`config.mk`:
```
export PLATFORM = sky130hd
export DESIGN_NAME = l2_dir_array_flat
export DESIGN_NICKNAME = d
export VERILOG_FILES = /design/src/logic/l2_data_pkg.sv /design/src/logic/l2_addr_pkg.sv /design/src/logic/l2_mem_if.sv /design/src/logic/l2_dir_array.sv /design/src/flat_wrapper.sv
export VERILOG_INCLUDE_DIRS = /design/src /design/src/logic
export SDC_FILE = /design/constraint.sdc
export NUM_CORES = 2
export LEC_CHECK = 0
export BUFFER_PORTS_ARGS = -buffer_cell sky130_fd_sc_hd__buf_4
export CAP_MARGIN = 20
export CORE_UTILIZATION = 40
export DETAILED_ROUTE_END_ITERATION = 12
export HOLD_SLACK_MARGIN = 0.12
export MAX_ROUTING_LAYER = met4
export PLACE_DENSITY = 0.55
export SYNTH_ARGS = -nofsm -noshare
export SYNTH_HDL_FRONTEND = slang
export SYNTH_MEMORY_MAX_BITS = 65536
export SYNTH_SLANG_ARGS = --single-unit
```
`constraint.sdc`:
```
create_clock -name clk -period 7.8 [get_ports clk]
set_clock_uncertainty 0.1 [all_clocks]
set_input_delay 1.17 -clock clk [delete_from_list [all_inputs] [get_ports clk]]
set_output_delay 1.17 -clock clk [all_outputs]
set_load 0.05 [all_outputs]
```
`src/logic/l2_mem_macros.svh`:
```
/* size definitions for the L2 local memory
   include in any file that needs set, way or field widths */
`ifndef L2_MEM_MACROS_SVH
`define L2_MEM_MACROS_SVH

// set index width and number of sets
`define L2_SET_BITS 6
`define L2_SETS (1 << `L2_SET_BITS)

// associativity
`define L2_WAYS 4
`define L2_WAY_BITS 2

// tag field
`define L2_TAG_BITS 14

// one cache line
`define L2_LINE_BITS 128

// coherence state code, opaque to the memory
`define L2_STATE_BITS 3

// protection bit
`define L2_HPROT_BITS 1

`endif
```
`src/logic/l2_data_pkg.sv`:
```
/* payload types held by the L2 local memory: line, hprot and state */
`include "l2_mem_macros.svh"

package l2_data_pkg;

    // full cache line
    typedef logic [`L2_LINE_BITS-1:0] line_t;

    // protection bit stored with each line
    typedef logic [`L2_HPROT_BITS-1:0] hprot_t;

    // coherence state, never decoded here
    typedef logic [`L2_STATE_BITS-1:0] state_t;

endpackage

```
`src/logic/l2_addr_pkg.sv`:
```
/* indexing types for the L2 local memory: set, way, way mask and tag */
`include "l2_mem_macros.svh"

package l2_addr_pkg;

    // selects one set in every way
    typedef logic [`L2_SET_BITS-1:0] l2_set_t;

    // way index, also used as the eviction pointer
    typedef logic [`L2_WAY_BITS-1:0] l2_way_t;

    // one write enable bit per way
    typedef logic [`L2_WAYS-1:0] l2_way_mask_t;

    typedef logic [`L2_TAG_BITS-1:0] l2_tag_t;

endpackage

```
`src/logic/l2_mem_if.sv`:
```
/* internal bus between the write decoder and the directory and line arrays
   the top level drives set, read enable and write data; the decoder drives the masks */
`timescale 1ns/1ps
`include "l2_mem_macros.svh"

interface l2_mem_bus_if;
    import l2_addr_pkg::*;
    import l2_data_pkg::*;

    // address and read strobe, shared by all ways
    l2_set_t set_in;
    logic rd_en;

    // write data
    line_t wr_data_line;
    l2_tag_t wr_data_tag;
    hprot_t wr_data_hprot;
    state_t wr_data_state;
    l2_way_t wr_data_evict_way;

    // per-way write masks from the decoder
    l2_way_mask_t line_wr_mask;
    l2_way_mask_t tag_wr_mask;
    l2_way_mask_t state_wr_mask;
    logic evict_we;

    modport decode (
        output line_wr_mask,
        output tag_wr_mask,
        output state_wr_mask,
        output evict_we
    );

    // tag mask also covers hprot
    modport dir (
        input set_in,
        input rd_en,
        input tag_wr_mask,
        input state_wr_mask,
        input evict_we,
        input wr_data_tag,
        input wr_data_hprot,
        input wr_data_state,
        input wr_data_evict_way
    );

    modport line (
        input set_in,
        input rd_en,
        input line_wr_mask,
        input wr_data_line
    );

endinterface

```
`src/logic/l2_dir_array.sv`:
```
/* directory side of the L2 local memory: tag, state and hprot per way plus
   the per-set eviction pointer, read one set at a time with one cycle latency */
`timescale 1ns/1ps
`include "l2_mem_macros.svh"

module l2_dir_array (
    input logic clk,
    input logic wr_rst,
    l2_mem_bus_if.dir bus,
    output l2_addr_pkg::l2_tag_t rd_tag [`L2_WAYS],
    output l2_data_pkg::state_t rd_state [`L2_WAYS],
    output l2_data_pkg::hprot_t rd_hprot [`L2_WAYS],
    output l2_addr_pkg::l2_way_t rd_evict_way
);
    import l2_addr_pkg::*;
    import l2_data_pkg::*;

    l2_tag_t tag_mem [`L2_WAYS][`L2_SETS];
    state_t state_mem [`L2_WAYS][`L2_SETS];
    hprot_t hprot_mem [`L2_WAYS][`L2_SETS];
    l2_way_t evict_mem [`L2_SETS];

    // tag and hprot only change on a put request
    always_ff @(posedge clk) begin
        for (int w = 0; w < `L2_WAYS; w++) begin
            if (bus.tag_wr_mask[w]) begin
                tag_mem[w][bus.set_in] <= bus.wr_data_tag;
                hprot_mem[w][bus.set_in] <= bus.wr_data_hprot;
            end
        end
    end

    always_ff @(posedge clk) begin
        for (int w = 0; w < `L2_WAYS; w++) begin
            if (bus.state_wr_mask[w]) begin
                state_mem[w][bus.set_in] <= bus.wr_data_state;
            end
        end
    end

    always_ff @(posedge clk) begin
        if (bus.evict_we) begin
            evict_mem[bus.set_in] <= bus.wr_data_evict_way;
        end
    end

    // read first: same-edge writes show up on the next read
    always_ff @(posedge clk) begin
        if (wr_rst) begin
            for (int w = 0; w < `L2_WAYS; w++) begin
                rd_tag[w] <= '0;
                rd_state[w] <= '0;
                rd_hprot[w] <= '0;
            end
            rd_evict_way <= '0;
        end else if (bus.rd_en) begin
            for (int w = 0; w < `L2_WAYS; w++) begin
                rd_tag[w] <= tag_mem[w][bus.set_in];
                rd_state[w] <= state_mem[w][bus.set_in];
                rd_hprot[w] <= hprot_mem[w][bus.set_in];
            end
            rd_evict_way <= evict_mem[bus.set_in];
        end
    end

endmodule

```
`src/flat_wrapper.sv`:
```
// flat-port wrapper written by rule: the top's interface ports become plain ports
module l2_dir_array_flat import l2_addr_pkg::*; import l2_data_pkg::*;
  (clk, wr_rst, rd_tag, rd_state, rd_hprot, rd_evict_way, bus_set_in, bus_rd_en, bus_tag_wr_mask, bus_state_wr_mask, bus_evict_we, bus_wr_data_tag, bus_wr_data_hprot, bus_wr_data_state, bus_wr_data_evict_way);
  l2_mem_bus_if bus_i ();
  input logic clk;
  input logic wr_rst;
  output l2_addr_pkg::l2_tag_t rd_tag[`L2_WAYS];
  output l2_data_pkg::state_t rd_state[`L2_WAYS];
  output l2_data_pkg::hprot_t rd_hprot[`L2_WAYS];
  output l2_addr_pkg::l2_way_t rd_evict_way;
  input wire logic [$bits(bus_i.set_in)-1:0] bus_set_in;
  input wire logic [$bits(bus_i.rd_en)-1:0] bus_rd_en;
  input wire logic [$bits(bus_i.tag_wr_mask)-1:0] bus_tag_wr_mask;
  input wire logic [$bits(bus_i.state_wr_mask)-1:0] bus_state_wr_mask;
  input wire logic [$bits(bus_i.evict_we)-1:0] bus_evict_we;
  input wire logic [$bits(bus_i.wr_data_tag)-1:0] bus_wr_data_tag;
  input wire logic [$bits(bus_i.wr_data_hprot)-1:0] bus_wr_data_hprot;
  input wire logic [$bits(bus_i.wr_data_state)-1:0] bus_wr_data_state;
  input wire logic [$bits(bus_i.wr_data_evict_way)-1:0] bus_wr_data_evict_way;
  assign bus_i.set_in = bus_set_in;
  assign bus_i.rd_en = bus_rd_en;
  assign bus_i.tag_wr_mask = bus_tag_wr_mask;
  assign bus_i.state_wr_mask = bus_state_wr_mask;
  assign bus_i.evict_we = bus_evict_we;
  assign bus_i.wr_data_tag = bus_wr_data_tag;
  assign bus_i.wr_data_hprot = bus_wr_data_hprot;
  assign bus_i.wr_data_state = bus_wr_data_state;
  assign bus_i.wr_data_evict_way = bus_wr_data_evict_way;
  l2_dir_array u_core (.clk(clk), .wr_rst(wr_rst), .bus(bus_i), .rd_tag(rd_tag), .rd_state(rd_state), .rd_hprot(rd_hprot), .rd_evict_way(rd_evict_way));
endmodule
```
Yosys cells after proc, flatten, opt, wreduce, memory -nomap -nowiden
Memories as Yosys holds them, arrays and structs flattened. A register that Yosys moved wholly into a read port is not among the register bits. Cells that the tools add are included.

Register bits: 72. Memory bits (writable): 4736. Input port bits: 38. Output and inout bits: 74. Word-level logic and storage cells: 84. Memories: 4.

Memory list: u_core.tag_mem (words 4, width 896, rd ports 4, clocked after Yosys merged registers in 0, write ports 4, RTL line l2_dir_array.sv:18) `` l2_tag_t tag_mem [`L2_WAYS][`L2_SETS]; ``; u_core.state_mem (words 4, width 192, rd ports 4, clocked after Yosys merged registers in 0, write ports 4, RTL line l2_dir_array.sv:19) `` state_t state_mem [`L2_WAYS][`L2_SETS]; ``; u_core.hprot_mem (words 4, width 64, rd ports 4, clocked after Yosys merged registers in 0, write ports 4, RTL line l2_dir_array.sv:20) `` hprot_t hprot_mem [`L2_WAYS][`L2_SETS]; ``; u_core.evict_mem (words 64, width 2, rd ports 1, clocked after Yosys merged registers in 1, write ports 1, RTL line l2_dir_array.sv:21) `` l2_way_t evict_mem [`L2_SETS]; ``.

$lt $le $gt $ge: 2. Mux-type cells: 64. Bitwise logic cells: 1. Reductions and logical operators: 1.

Operator list (number): 2-to-1 mux 896 bit (4); 2-to-1 mux 192 bit (4); binary-select mux 14 bit (select 6 bit) (4); 2-to-1 mux 64 bit (4); 2-to-1 mux 14 bit (9); demux 14 bit (select 6 bit) (1); binary-select mux 3 bit (select 6 bit) (4); 2-to-1 mux 3 bit (9); binary-select mux 1 bit (select 6 bit) (4); 2-to-1 mux 1 bit (19); demux 3 bit (select 6 bit) (1); >= comparator 7 bit, second input constant (1); < comparator 7 x 1 -> 1 bit, second input constant (1); NOT 6 -> 7 bit (1); demux 1 bit (select 6 bit) (1); logical AND 1 bit (1).

Logic depth before layout (Yosys ltp)
Depth after elaboration: 6. Mapped depth: 12. Mapped depth without buffers: 6.

Worst setup path before layout
Ideal clock, no wire load.

Path kind: input to register. From: input port bus_set_in[0]. To: memory u_core.hprot_mem[2][48] (netlist bit), enable pin. Library setup time: 386 ps. Arrival time: 3359 ps. Data required time: 7314 ps. Path slack: 3955 ps. Cell stages on the path: 11. Buffers on the path: 9. Cell sequence: buf_6 > buf_12 > buf_8 > buf_6 > buf_4 > buf_4 > buf_4 > buf_4 > nand2_1 > buf_2 > nor2_1.

RTL lines: start, declared (RTL line flat_wrapper.sv:11) `input wire logic [$bits(bus_i.set_in)-1:0] bus_set_in;`; end, declared (RTL line l2_dir_array.sv:20).

Worst setup path in the final report
From: input port bus_set_in[1]. To: register u_core.rd_tag[46] (netlist bit).

Longest elaborated chain between the ends: 4.

Ends and longest elaborated chain: NOT 6 -> 7 bit (implied by the code) (RTL line l2_dir_array.sv:58) `rd_tag[w] <= tag_mem[w][bus.set_in];`; binary-select mux 14 bit (select 6 bit) (RTL line l2_dir_array.sv:58); 2-to-1 mux 14 bit (implied by the code) (2 in a row) (RTL line l2_dir_array.sv:58); end signal, assigned by index (RTL line l2_dir_array.sv:58); end, declared (RTL line l2_dir_array.sv:10) `` output l2_addr_pkg::l2_tag_t rd_tag [`L2_WAYS], ``.

No other way between the ends. The select of a mux whose other input is x is not followed. A chain may end at the register's enable or synchronous reset.

==> results.json <==
{
  "status": "finished clean",
  "die-area_um2": 468000,
  "finalCritPeriodShare": 0.588,
  "maxCapViolations": 0,
  "cts_tree": "yes",
  "ys_seq_area_frac": 0.773,
  "coreArea_um2": 463000,
  "synth-seq-cells": 4810,
  "clock_path_buffers": 4,
  "power_density_nw_per_um2": 263,
  "drc": 0,
  "h-tree-depth": 5,
  "tightestPinTransition_ns": 1.29,
  "grt_pass1_vias": 108000,
  "hpwl_mm": 389,
  "critPathCaptureType": "flop",
  "synthCells": 10600,
  "fp.dieW_um": 684,
  "clkTransAtPathRegs_ns": 0.06,
  "clock-sinks": 4810,
  "grt_usage": 0.290,
  "io_buffers": 111,
  "cp-endpoint": "u_core.rd_tag[46]",
  "multiInputGateArea_um2": 38300,
  "cts_resized": 0,
  "slew_viol_final": 0,
  "wirelength_mm": 680,
  "arrival_ns": 5.42,
  "post-route-min-period_ns": 4.59,
  "rsz0062_at_grt": "no",
  "timing.setup.tns_ns": 0,
  "cts_hold_buf": 0,
  "yosysUniqueCellTypes": 79,
  "cp_max_fo": 52,
  "start_util": 0.401,
  "nets": 10900,
  "gp_congestion": 0.898,
  "r2r-start": "u_core.tag_mem[2][822]",
  "synthFlopType": "edfxtp_1",
  "hold_viol": 0,
  "reg2reg_to": "u_core.rd_tag[24]",
  "ios": 112,
  "critical_path_class": "in -> reg",
  "overflow": 0,
  "num_vias": 113000,
  "reg2reg_depth": 6,
  "syn_avg_cell_area_um2": 17.6,
  "reg2reg_slack_ns": 4.93,
  "cts_buffers": 484,
  "p_total_mw": 55.7,
  "post_cts_buffers": 0,
  "ys_warn_count": 0,
  "register_area_um2": 144000,
  "clk_latency_ns": 1.06,
  "relSlewSlack": 0.132,
  "async_reset_ff_frac": 0,
  "synth_edf_count": 4736,
  "fp-row-count": 250,
  "grt_max_degree": 175,
  "antenna_found_initial": 62,
  "synthesis.nets": 10600,
  "grt_pass1_wl_mm": 923,
  "die_height_um": 684,
  "ctsRootBufferMaster": "clkbuf_16",
  "cp.required_ns": 8.63,
  "max_freq_mhz": 218,
  "ir_drop_mv": 0.193,
  "drt-initial-drc-count": 19300,
  "fillers": 39300,
  "area_delta_synth_final_pct": 13.7,
  "layout-drive-gt1-share": 0.181,
  "vias_per_cell": 6.46,
  "worst_setup_path_start_kind": "primary input",
  "critPathLaunch": "bus_set_in[1]",
  "final_cell_area_um2": 211000,
  "drt.antenna.violating_nets": 0,
  "setup_viol": 0,
  "dr.pass1.iters": 7,
  "final_common_cell": "edfxtp_1",
  "wl_per_cell_um": 38.8,
  "mostFrequentLayoutCells": "edfxtp_1, nor2_1, a221oi_1, a22oi_1, buf_4",
  "whs_ns": 0.455,
  "p_leak_nw": 66.3,
  "syn-cell-area_um2": 186000,
  "dpl-instance-area_um2": 195000,
  "holdCritPathClass": "in -> reg"
}
[registers in the layout (all words and copies together), names as in the netlist]
register,count
u_core.evict_mem,128
u_core.rd_state,12
u_core.hprot_mem,256
u_core.state_mem,768
u_core.rd_tag,56
u_core.rd_hprot,4
u_core.tag_mem,3584
u_core.rd_evict_way,2
[worst min-delay path by stage]
stage / from / to / cells after the start
after global routing: bus_wr_data_tag[1] / u_core.tag_mem[2][211] / 1
final: bus_wr_data_tag[11] / u_core.tag_mem[2][417] / 1
after CTS: bus_wr_data_tag[1] / u_core.tag_mem[2][211] / 1
after floorplan: u_core.tag_mem[1][346] / u_core.rd_tag[38] / 3
after global placement: u_core.rd_tag[11] / u_core.rd_tag[11] / 2
after detailed placement: u_core.rd_tag[11] / u_core.rd_tag[11] / 2
[worst max-delay path, stage by stage]
cell	delay, ns
buf_8	0.48
buf_4	0.51
nor3b_4	0.21
buf_4	0.53
a221oi_1	0.39
o21ai_0	0.33
a31oi_1	0.79
nand4_1	0.47
o31a_1	0.42
[synthesized netlist by cell type, drive strengths merged (38+ instances only)]
library cell / instances / area (um2)
mux4: 219 / 4930
nor3: 42 / 210
a21oi: 284 / 1420
a22oi: 565 / 4240
a311oi: 45 / 394
mux2: 379 / 4270
o22ai: 262 / 1640
edfxtp: 4736 / 142000
nand3: 38 / 190
clkbuf: 229 / 860
o21ai: 269 / 1350
nor2: 865 / 3250
nand2: 319 / 1200
buf: 595 / 3420
dfxtp: 74 / 1480
and3: 44 / 275
a22o: 70 / 613
a221oi: 672 / 5900
a221o: 87 / 871
mux2i: 372 / 3720
[layer usage]
metal	wire length (um)	global-route usage	share of wire
met3	82100	0.0655	0.12
met4	31500	0.116	0.046
met1	260000	0.388	0.38
met2	307000	0.432	0.45
met5	0	-	0
[per-stage QoR]
step,cells,worst slack [ns],utilization
2_1_floorplan,10600,3.95,-
3_3_place_gp,16600,1.80,0.422
3_5_place_dp,16600,2.33,0.422
4_1_cts,17500,3.44,0.456
5_1_grt,17500,3.25,0.456
6_report,17500,3.21,0.456
[cell families (layout without fill, tap and decap cells)]
family,count (synthesis),in the layout,share of synthesized area
DFF,4810,4810,0.773
AOI/OAI and AO/OA,2556,2556,0.102
and+or+nand+nor,1425,1425,0.0323
muxes,970,970,0.0695
buffers and inverters,831,1549,0.0231
other,0,45,0
[where the power goes]
group          internal (mW)  switching [mW]  leakage (nW)
sequential              28.6           0.147          43.2
combinational          0.873            2.69          15.3
clock                   13.3            10.1          7.80
[cell type report]
cell class | instances | area share
multi-input cells | 4951 | 0.181
clock buffers | 641 | 0.0629
repair buffers | 634 | 0.0272
well taps | 6174 | 0.0365
diodes | 45 | 0.000533
inverters | 7 | 0.000231
clock inverters | 267 | 0.0121
flip-flops and latches | 4810 | 0.680
No activity file was read; power rests on OpenSTA's default activity.
