File: src/logic/l2_mem_macros.svh
/* size definitions for the L2 local memory
   include in any file that needs set, way or field widths */
`ifndef L2_MEM_MACROS_SVH
`define L2_MEM_MACROS_SVH

// set index width and number of sets
`define L2_SET_BITS 6
`define L2_SETS (1 << `L2_SET_BITS)

// associativity
`define L2_WAYS 4
`define L2_WAY_BITS 2

// tag field
`define L2_TAG_BITS 14

// one cache line
`define L2_LINE_BITS 128

// coherence state code, opaque to the memory
`define L2_STATE_BITS 3

// protection bit
`define L2_HPROT_BITS 1

`endif
File: src/logic/l2_data_pkg.sv
/* payload types held by the L2 local memory: line, hprot and state */
`include "l2_mem_macros.svh"

package l2_data_pkg;

    // full cache line
    typedef logic [`L2_LINE_BITS-1:0] line_t;

    // protection bit stored with each line
    typedef logic [`L2_HPROT_BITS-1:0] hprot_t;

    // coherence state, never decoded here
    typedef logic [`L2_STATE_BITS-1:0] state_t;

endpackage

File: src/logic/l2_addr_pkg.sv
/* indexing types for the L2 local memory: set, way, way mask and tag */
`include "l2_mem_macros.svh"

package l2_addr_pkg;

    // selects one set in every way
    typedef logic [`L2_SET_BITS-1:0] l2_set_t;

    // way index, also used as the eviction pointer
    typedef logic [`L2_WAY_BITS-1:0] l2_way_t;

    // one write enable bit per way
    typedef logic [`L2_WAYS-1:0] l2_way_mask_t;

    typedef logic [`L2_TAG_BITS-1:0] l2_tag_t;

endpackage

File: src/logic/l2_mem_if.sv
/* internal bus between the write decoder and the directory and line arrays
   the top level drives set, read enable and write data; the decoder drives the masks */
`timescale 1ns/1ps
`include "l2_mem_macros.svh"

interface l2_mem_bus_if;
    import l2_addr_pkg::*;
    import l2_data_pkg::*;

    // address and read strobe, shared by all ways
    l2_set_t set_in;
    logic rd_en;

    // write data
    line_t wr_data_line;
    l2_tag_t wr_data_tag;
    hprot_t wr_data_hprot;
    state_t wr_data_state;
    l2_way_t wr_data_evict_way;

    // per-way write masks from the decoder
    l2_way_mask_t line_wr_mask;
    l2_way_mask_t tag_wr_mask;
    l2_way_mask_t state_wr_mask;
    logic evict_we;

    modport decode (
        output line_wr_mask,
        output tag_wr_mask,
        output state_wr_mask,
        output evict_we
    );

    // tag mask also covers hprot
    modport dir (
        input set_in,
        input rd_en,
        input tag_wr_mask,
        input state_wr_mask,
        input evict_we,
        input wr_data_tag,
        input wr_data_hprot,
        input wr_data_state,
        input wr_data_evict_way
    );

    modport line (
        input set_in,
        input rd_en,
        input line_wr_mask,
        input wr_data_line
    );

endinterface

File: src/logic/l2_wr_decode.sv
/* write enable decoder: turns way, init_set and the field strobes into
   per-way write masks for the directory and line arrays */
`timescale 1ns/1ps

module l2_wr_decode (
    input l2_addr_pkg::l2_way_t way,
    input logic wr_en_line,
    input logic wr_en_state,
    input logic wr_en_put_reqs,
    input logic wr_en_evict_way,
    input logic init_set,
    l2_mem_bus_if.decode bus
);
    import l2_addr_pkg::*;

    l2_way_mask_t way_sel;
    logic line_we;
    logic tag_we;
    logic state_we;

    // set init hits every way, otherwise only the addressed one
    always_comb begin
        way_sel = '0;
        if (init_set) begin
            way_sel = '1;
        end else begin
            way_sel[way] = 1'b1;
        end
    end

    // field enables
    always_comb begin
        line_we = wr_en_line | wr_en_put_reqs;
        tag_we = wr_en_put_reqs;
        state_we = wr_en_state | init_set | wr_en_put_reqs;
    end

    always_comb begin
        bus.line_wr_mask = way_sel & {$bits(l2_way_mask_t){line_we}};
        bus.tag_wr_mask = way_sel & {$bits(l2_way_mask_t){tag_we}};
        bus.state_wr_mask = way_sel & {$bits(l2_way_mask_t){state_we}};
    end

    // one pointer per set, way does not matter
    assign bus.evict_we = wr_en_evict_way;

endmodule

File: src/flat_wrapper.sv
// flat-port wrapper written by rule: the top's interface ports become plain ports
module l2_wr_decode_flat import l2_addr_pkg::*;
  (way, wr_en_line, wr_en_state, wr_en_put_reqs, wr_en_evict_way, init_set, bus_line_wr_mask, bus_tag_wr_mask, bus_state_wr_mask, bus_evict_we);
  l2_mem_bus_if bus_i ();
  input l2_addr_pkg::l2_way_t way;
  input logic wr_en_line;
  input logic wr_en_state;
  input logic wr_en_put_reqs;
  input logic wr_en_evict_way;
  input logic init_set;
  output wire logic [$bits(bus_i.line_wr_mask)-1:0] bus_line_wr_mask;
  output wire logic [$bits(bus_i.tag_wr_mask)-1:0] bus_tag_wr_mask;
  output wire logic [$bits(bus_i.state_wr_mask)-1:0] bus_state_wr_mask;
  output wire logic [$bits(bus_i.evict_we)-1:0] bus_evict_we;
  assign bus_line_wr_mask = bus_i.line_wr_mask;
  assign bus_tag_wr_mask = bus_i.tag_wr_mask;
  assign bus_state_wr_mask = bus_i.state_wr_mask;
  assign bus_evict_we = bus_i.evict_we;
  l2_wr_decode u_core (.way(way), .wr_en_line(wr_en_line), .wr_en_state(wr_en_state), .wr_en_put_reqs(wr_en_put_reqs), .wr_en_evict_way(wr_en_evict_way), .init_set(init_set), .bus(bus_i));
endmodule
File: config.mk
export PLATFORM = sky130hd
export DESIGN_NAME = l2_wr_decode_flat
export DESIGN_NICKNAME = d
export VERILOG_FILES = /design/src/logic/l2_data_pkg.sv /design/src/logic/l2_addr_pkg.sv /design/src/logic/l2_mem_if.sv /design/src/logic/l2_wr_decode.sv /design/src/flat_wrapper.sv
export VERILOG_INCLUDE_DIRS = /design/src /design/src/logic
export SDC_FILE = /design/constraint.sdc
export NUM_CORES = 1
export LEC_CHECK = 0
export ABC_CLOCK_PERIOD_IN_PS = 800
export BUFFER_PORTS_ARGS = -buffer_cell sky130_fd_sc_hd__buf_2
export CAP_MARGIN = 30
export CORE_AREA = 2 2 39 41
export DETAILED_ROUTE_END_ITERATION = 10
export DIE_AREA = 0 0 41 43
export PLACE_DENSITY = 0.41
export SLEW_MARGIN = 20
export SYNTH_ARGS = -nofsm -noshare
export SYNTH_HDL_FRONTEND = slang
export SYNTH_SLANG_ARGS = --single-unit
File: constraint.sdc
create_clock -name vclk -period 0.8
set_input_delay 0.04 -clock vclk [all_inputs]
set_output_delay 0.04 -clock vclk [all_outputs]
set_load 0.01 [all_outputs]
* Word-level counts from Yosys, hierarchy flattened *
Index checks and enable logic that the tools add are counted.

cells by class
  order comparisons = 2
  muxes and demuxes = 3
  bitwise operators = 6
  reduce and logical (&&, ||, !) cells = 1

operators by type and width
  kind                                                                    number
  4-bit bitwise AND                                                       3
  4-bit two-way mux                                                       1
  2-bit by 3-bit < comparator with 1-bit output (second input constant)   1
  1-bit bitwise OR                                                        3
  1-bit demux with 2-bit select                                           1
  2-bit by 1-bit >= comparator with 1-bit output (second input constant)  1
  1-bit logical AND                                                       1
  1-bit two-way mux                                                       1

storage, ports and cells
  flip-flop bits (word level) = 0
  input bits = 7
  output and inout port bits = 13
  word-level logic and storage cells = 12

* Logic depth before layout (Yosys ltp) *
Gate-level depths: netlist (run 1).

  depth after elaboration = 6
  depth in mapped cells = 2
  gate-level depth less buffers = 2

* Worst setup path after synthesis (run 1) *
OpenSTA, ideal clock, no wires.

  path kind = input-to-output
  from = in way[1]
  to = out bus_line_wr_mask[1]
  arrival = 427 ps
  data required time = 760 ps
  setup slack = 333 ps
  stages on the path = 2
  path buffers = 0
  cells stage by stage = nand2b_1 -> a21oi_1

between the ends
  cells in the longest elaborated chain, start to end = 6
  elaborated cells on any way between the ends = 7
  classes of those cells = 2 x order compare; 3 x mux; 1 x bitwise; 1 x reduce/logical

ends and longest elaborated chain
  element                                                                                                                                       RTL line            source
  from (decl)                                                                                                                                   flat_wrapper.sv:5   input l2_addr_pkg::l2_way_t way;
  2-bit by 3-bit < comparator with 1-bit output (not written as such) / 2-bit by 1-bit >= comparator with 1-bit output (equally long branches)  l2_wr_decode.sv:27  way_sel[way] = 1'b1;
  1-bit logical AND (not written as such)                                                                                                       l2_wr_decode.sv:27
  1-bit two-way mux (not written as such)                                                                                                       l2_wr_decode.sv:27
  1-bit demux with 2-bit select (*)                                                                                                             n/a
  4-bit two-way mux (*)                                                                                                                         l2_wr_decode.sv:24  if (init_set) begin
  4-bit bitwise AND (*)                                                                                                                         l2_wr_decode.sv:39  bus.line_wr_mask = way_sel & {$bits(l2_way_mask_t){line_we}};
  to (decl)                                                                                                                                     flat_wrapper.sv:11  output wire logic [$bits(bus_i.line_wr_mask)-1:0] bus_line_wr_mask;

Mark *: on every way between the ends. The rest lies on a longest branch, timed or not.

* Worst setup path in the final report (run 1) *
Ends and elaborated chain as after synthesis.

==> metrics.md, run 1 <==
| Metric | Value |
|---|---|
| Routed via count | `about 190` |
| Post-Syn Nets | `28` |
| Per-cell via count in the routed design | `around 3.6` |
| Fill count | `about 170` |
| Post-placement cell count | `54` |
| Launching element type of the critical path | `input pin` |
| Setup violation total in the final timing report | `0` |
| Cell type contributing the most total cell area after synthesis | `a21oi_1` |
| Top cells by count, synth | `a21oi_1 (3), nor2_1 (3), a21boi_1 (2), nand2b_1 (2), o21ai_1 (2)` |
| Starting DRT DRC Count | `3` |
| Placement row count | `14` |
| Register area share after synthesis | `0%` |
| Count of clock buffers in the final design | `0` |
| Highest ir drop seen on vdd | `~0.00016 V` |
| Hold_buf cts | `0` |
| Source of the critical timing path | `way[1]` |
| Area of the core | `1380 um2` |
| Worst Path Required | `0.76 ns` |
| Antenna Diode Count | `0` |
| Type of destination of the critical path | `output port` |
| GRT Total Usage | `under 10%` |
| RSZ-0062 raised after global routing | `no` |
| Worst min-delay path startpoint | `wr_en_evict_way` |
| Max Fclk | `about 1400 MHz` |
| Residual DRC count | `0` |
| Netlist area before placement | `approximately 130 um2` |
| Number of antenna violations at the first check in global routing | `0` |
| Portion of the clock cycle consumed by the worst path in the final layout | `between 80% and 90%` |
| Cell Pwr Density | `628 nW/um2` |
| Most frequent CP cell | `buf_2` |
| Maximum number of pins on one net before global-route repair | `9` |
| Buffers inserted by post-CTS timing repair | `0` |
| Setup Crit Path Kind | `input pin to output port` |
| Syn. warnings | `0` |
| Detailed-placement wirelength estimate | `405 um` |
| Max-cap viol count | `0` |
| Area delta synth->final | `82.0%` |
| Final Net Count | `47` |
| Critical path cell sequence | `buf_2 -> nand2b_1 -> a21oi_1 -> buf_2` |
| Effective utilization at floorplan | `around 9%` |
| Top area cells in the synthesized netlist | `a21oi_1 (12%), a21boi_1 (12%), nand2b_1 (10%), o31ai_2 (10%), nor2_1 (9.0%)` |
| Global-route wire length before repair | `around 660 um` |
| Power after layout | `around 140 uW` |
| Critical path fanouts, max | `6` |
| Die area | `approximately 1800 um2` |
| Final Slew Violations | `0` |
| Area fraction of the dominant cell type after synthesis | `approximately an eighth` |
| Number of sequential cells in the layout | `0` |
| Min Clock Period, post-route | `roughly 0.7 ns` |
| Quantity of gates resized following cts | `0` |
| Proportion of layout cells with a drive suffix above 1 | `a little over half` |
| Number of antenna-violating nets in the routed design | `0` |
| Die height | `between 40 and 50 um` |
| Transition time at the pin with the least slew margin | `roughly 0.22 ns` |
| Setup Total Neg Slack | `0 ns` |
| Buffers added on ports | `18` |
| Aggregate global routing overflow | `0` |
| Die outline width | `41 um` |
| Lkg Pwr | `between 0.1 and 0.15 nW` |
| Slew HR | `between 80% and 90%` |
| Post-Synthesis Cells | `21` |
| Number of standard cells in the layout, taps in and fillers out | `54` |
| Weighted congestion at the end of routability-driven global placement | `0.654` |
| Mean post-synth cell area | `between 5 and 6 um2` |
| Final Hold Violating Endpoints | `0` |
| Library cells used by synthesis | `14` |
| Arrival time of the worst setup path | `0.65 ns` |
| DR WL/cell | `about 8.6 um` |
| Delay-heaviest family, CP | `buffers and inverters` |
| Crit path largest cell delay | `roughly 0.18 ns` |
| Number of top-level design ports | `20` |
| Number of buffer and inverter stages on the critical path | `2` |
| Count of TritonRoute iterations in the first routing pass | `4` |
| Vias in the first global route | `around 170` |
| Standard cell with the maximum stage delay on the critical path | `nand2b_1` |
| Drt total wl | `roughly 460 um` |
| Tightest Hold Check Type | `input pin to output port` |
| Area of all sequential standard cells | `0 um2` |
| Status | `finished, final reports clean` |
==> logic make-up (layout without fill, tap and decap cells) <==
family | Yosys count | count (layout) | share of synthesized area, %
AOI/OAI and AO/OA | 11 | 11 | 59.0
buffers and inverters | 2 | 19 | 9.00
and+or+nand+nor | 8 | 8 | 32.0
==> routing by layer <==
metal  share of wire [%]  vias up  wire (um)  GRT usage (%)
li1                    -      108          -              -
met1                  47       71        217           8.23
met2                  36       13        168           7.19
met3                  16        0         76          0.524
met4                   0        0          0              0
met5                   0        -          0              0
==> report_power, final <==
part	switching, mW	internal (mW)	leakage, nW
combinational	0.0802	0.0627	0.117
sequential	0	0	0
clock	0	0	0
==> path summary, 6_finish.rpt <==
check	cells past startpoint	end
setup / recovery	4	bus_line_wr_mask[1]
hold / removal	0	bus_evict_we
==> metrics by stage <==
stage               instance area [um2]  setup WS, ns  hold slack, ns  utilization, %
global route                        228        0.0571          0.0800            16.5
detailed placement                  228        0.0950          0.0802            16.5
floorplan                           125         0.333           0.142               -
finish                              228         0.108          0.0801            16.5
CTS                                 228        0.0924          0.0802            16.5
global placement                    228         0.101          0.0802            16.5
==> cell type report <==
class	count	area (um2)	area share [%]
repair buffers	18	90.1	39.6
inverters	1	3.75	1.65
well taps	16	20.0	8.79
multi-input cells	19	114	50.0
==> layout by cell type, fill, tap and decap left out <==
| master | count |
|---|---|
| buf_2 | 18 |
| nor2_1 | 3 |
| a21oi_1 | 3 |
| nand2b_1 | 2 |
| a21boi_1 | 2 |
| o21ai_1 | 2 |
| inv_1 | 1 |
| o22a_1 | 1 |
| o21a_1 | 1 |
| nor2_2 | 1 |
| nor2b_1 | 1 |
| nand2_1 | 1 |
| o21ai_0 | 1 |
| o31ai_2 | 1 |
Note: power is estimated with default switching activity, not from simulation.
==> run 2, diff against run 1 <==
RECOVER_POWER = 25   (was default)
==> run 2 against run 1 <==
Against the previous run:
- combinational power is essentially flat
- largest cell class unchanged
- fmax is the same
- hold slack is the same
- power shrank 1.4%
- worst setup slack is the same
- die area is the same
- clock-buffer cell count is the same
- core utilization shrank 0.18 points
- critical path depth is the same
- first-iteration DRC count is the same
- global-route usage is the same
==> metrics.md, run 2 (synthesis results as in run 1) <==
| Metric | Value |
|---|---|
| Status | `finished, final reports clean` |
| Post-placement cell count | `54` |
| Starting DRT DRC Count | `3` |
| Net Sw Power | `~80 uW` |
| Detailed-placement wirelength estimate | `a little over 400 um` |
| Max-cap viol count | `0` |
| Die area | `~1800 um2` |
| Launching element type of the critical path | `input pin` |
| DR WL/cell | `approximately 8.5 um` |
| Most frequent cells in the layout | `buf_2 (16), nor2_1 (3), a21oi_1 (3)` |
| Maximum number of pins on one net before global-route repair | `9` |
| Internal Pwr Total | `between 60 and 70 uW` |
| Standard cell with the maximum stage delay on the critical path | `nand2b_1` |
| Area of all sequential standard cells | `0 um2` |
| Setup Total Neg Slack | `0 ns` |
| Part of the total power dissipated in the clock network | `0%` |
| Drt total wl | `around 460 um` |
| Number of antenna-violating nets in the routed design | `0` |
| Critical path cell sequence | `buf_2 -> nand2b_1 -> a21oi_1 -> buf_2` |
| Global-route wire length before repair | `approximately 660 um` |
| GRT Total Usage | `between 4 and 5%` |
| Power share of the sequential group | `0%` |
| Number of top-level design ports | `20` |
| Antenna Diode Count | `0` |
| Vias in the first global route | `approximately 170` |
| Die height | `43 um` |
| Count of TritonRoute iterations in the first routing pass | `4` |
| Portion of the clock cycle consumed by the worst path in the final layout | `between 80% and 90%` |
| Lkg Pwr | `0.111 nW` |
| Crit path largest cell delay | `around 0.18 ns` |
| Slew HR | `85.1%` |
| Placement row count | `14` |
| Leading cell type in the layout, fill and taps excluded | `buf_2` |
| Routed via count | `between 150 and 200` |
| Buffers inserted by post-CTS timing repair | `0` |
| Min Clock Period, post-route | `approximately 0.69 ns` |
| Quantity of gates resized following cts | `0` |
| Tightest Hold Check Type | `input pin to output port` |
| Max Fclk | `approximately 1400 MHz` |
| Effective utilization at floorplan | `about 9.0%` |
| Hold_buf cts | `0` |
| Highest ir drop seen on vdd | `0.000153 V` |
| Setup violation total in the final timing report | `0` |
| Count of clock buffers in the final design | `0` |
| Number of standard cells in the layout, taps in and fillers out | `54` |
| Arrival time of the worst setup path | `between 0.6 and 0.7 ns` |
| Transition time at the pin with the least slew margin | `about 0.22 ns` |
| Cell Pwr Density | `roughly 630 nW/um2` |
| Switching share of power | `56.9%` |
| Final Net Count | `47` |
| Aggregate global routing overflow | `0` |
| Weighted congestion at the end of routability-driven global placement | `approximately 0.65` |
| Proportion of layout cells with a drive suffix above 1 | `a little under half` |
| Number of antenna violations at the first check in global routing | `0` |
| Residual DRC count | `0` |
| Final Slew Violations | `0` |
| Area delta synth->final | `80.0%` |
| Final Hold Violating Endpoints | `0` |
| Area of the core | `1380 um2` |
| Worst Path Required | `0.76 ns` |
| Combinational Power Share | `between 90% and 100%` |
| Type of destination of the critical path | `output port` |
| Critical path fanouts, max | `6` |
| RSZ-0062 raised after global routing | `no` |
| Power after layout | `roughly 140 uW` |
| Number of sequential cells in the layout | `0` |
| Setup Crit Path Kind | `input pin to output port` |
| Die outline width | `just over 40 um` |
| Buffers added on ports | `18` |
| Per-cell via count in the routed design | `roughly 3.6` |
| Smallest hold slack | `0.0801 ns` |
| Most frequent CP cell | `buf_2` |
[run 2: changes by cell type in the layout (fill, tap and decap cells not counted)]
cell,change
buf_2,-2
clkbuf_1,+2
[run 2: power groups by stage]
stage                     logic (mW)  registers, mW  clock network [mW]
after floorplan               0.0779              0                   0
after global placement         0.145              0                   0
after detailed placement       0.145              0                   0
after CTS                      0.146              0                   0
after global routing           0.158              0                   0
final                          0.141              0                   0
[run 2: path summary, 6_finish.rpt]
path,from,endpoint,slack (ns),depth (start not counted)
max,way[1],bus_line_wr_mask[1],0.11,4
min,wr_en_evict_way,bus_evict_we,0.08,0
[run 2: metal layers]
layer / GRT usage, % / vias to the layer above / share of wire [%]
li1: - / 108 / -
met1: 8.23 / 71 / 47
met2: 7.19 / 13 / 37
met3: 0.524 / 0 / 16
met4: 0 / 0 / 0
met5: 0 / - / 0
[run 2: stage by stage]
stage | util [%] | setup WS, ns | cell area [um2]
6_report | 16.3 | 0.108 | 225
5_1_grt | 16.3 | 0.0571 | 225
4_1_cts | 16.5 | 0.0924 | 228
3_5_place_dp | 16.5 | 0.0950 | 228
3_3_place_gp | 16.5 | 0.101 | 228
2_1_floorplan | - | 0.333 | 125
[run 2: layout make-up]
| type | count | area, um2 |
|---|---|---|
| fillers | 169 | 1160 |
| inverters | 1 | 3.75 |
| multi-input cells | 19 | 114 |
| well taps | 16 | 20.0 |
| repair buffers | 18 | 87.6 |
[run 2: worst max-delay path, delay by kind of cell]
family | cells | cell delay (ns)
compound gates | 1 | 0.15
simple gates | 1 | 0.18
buf+inv | 2 | 0.28
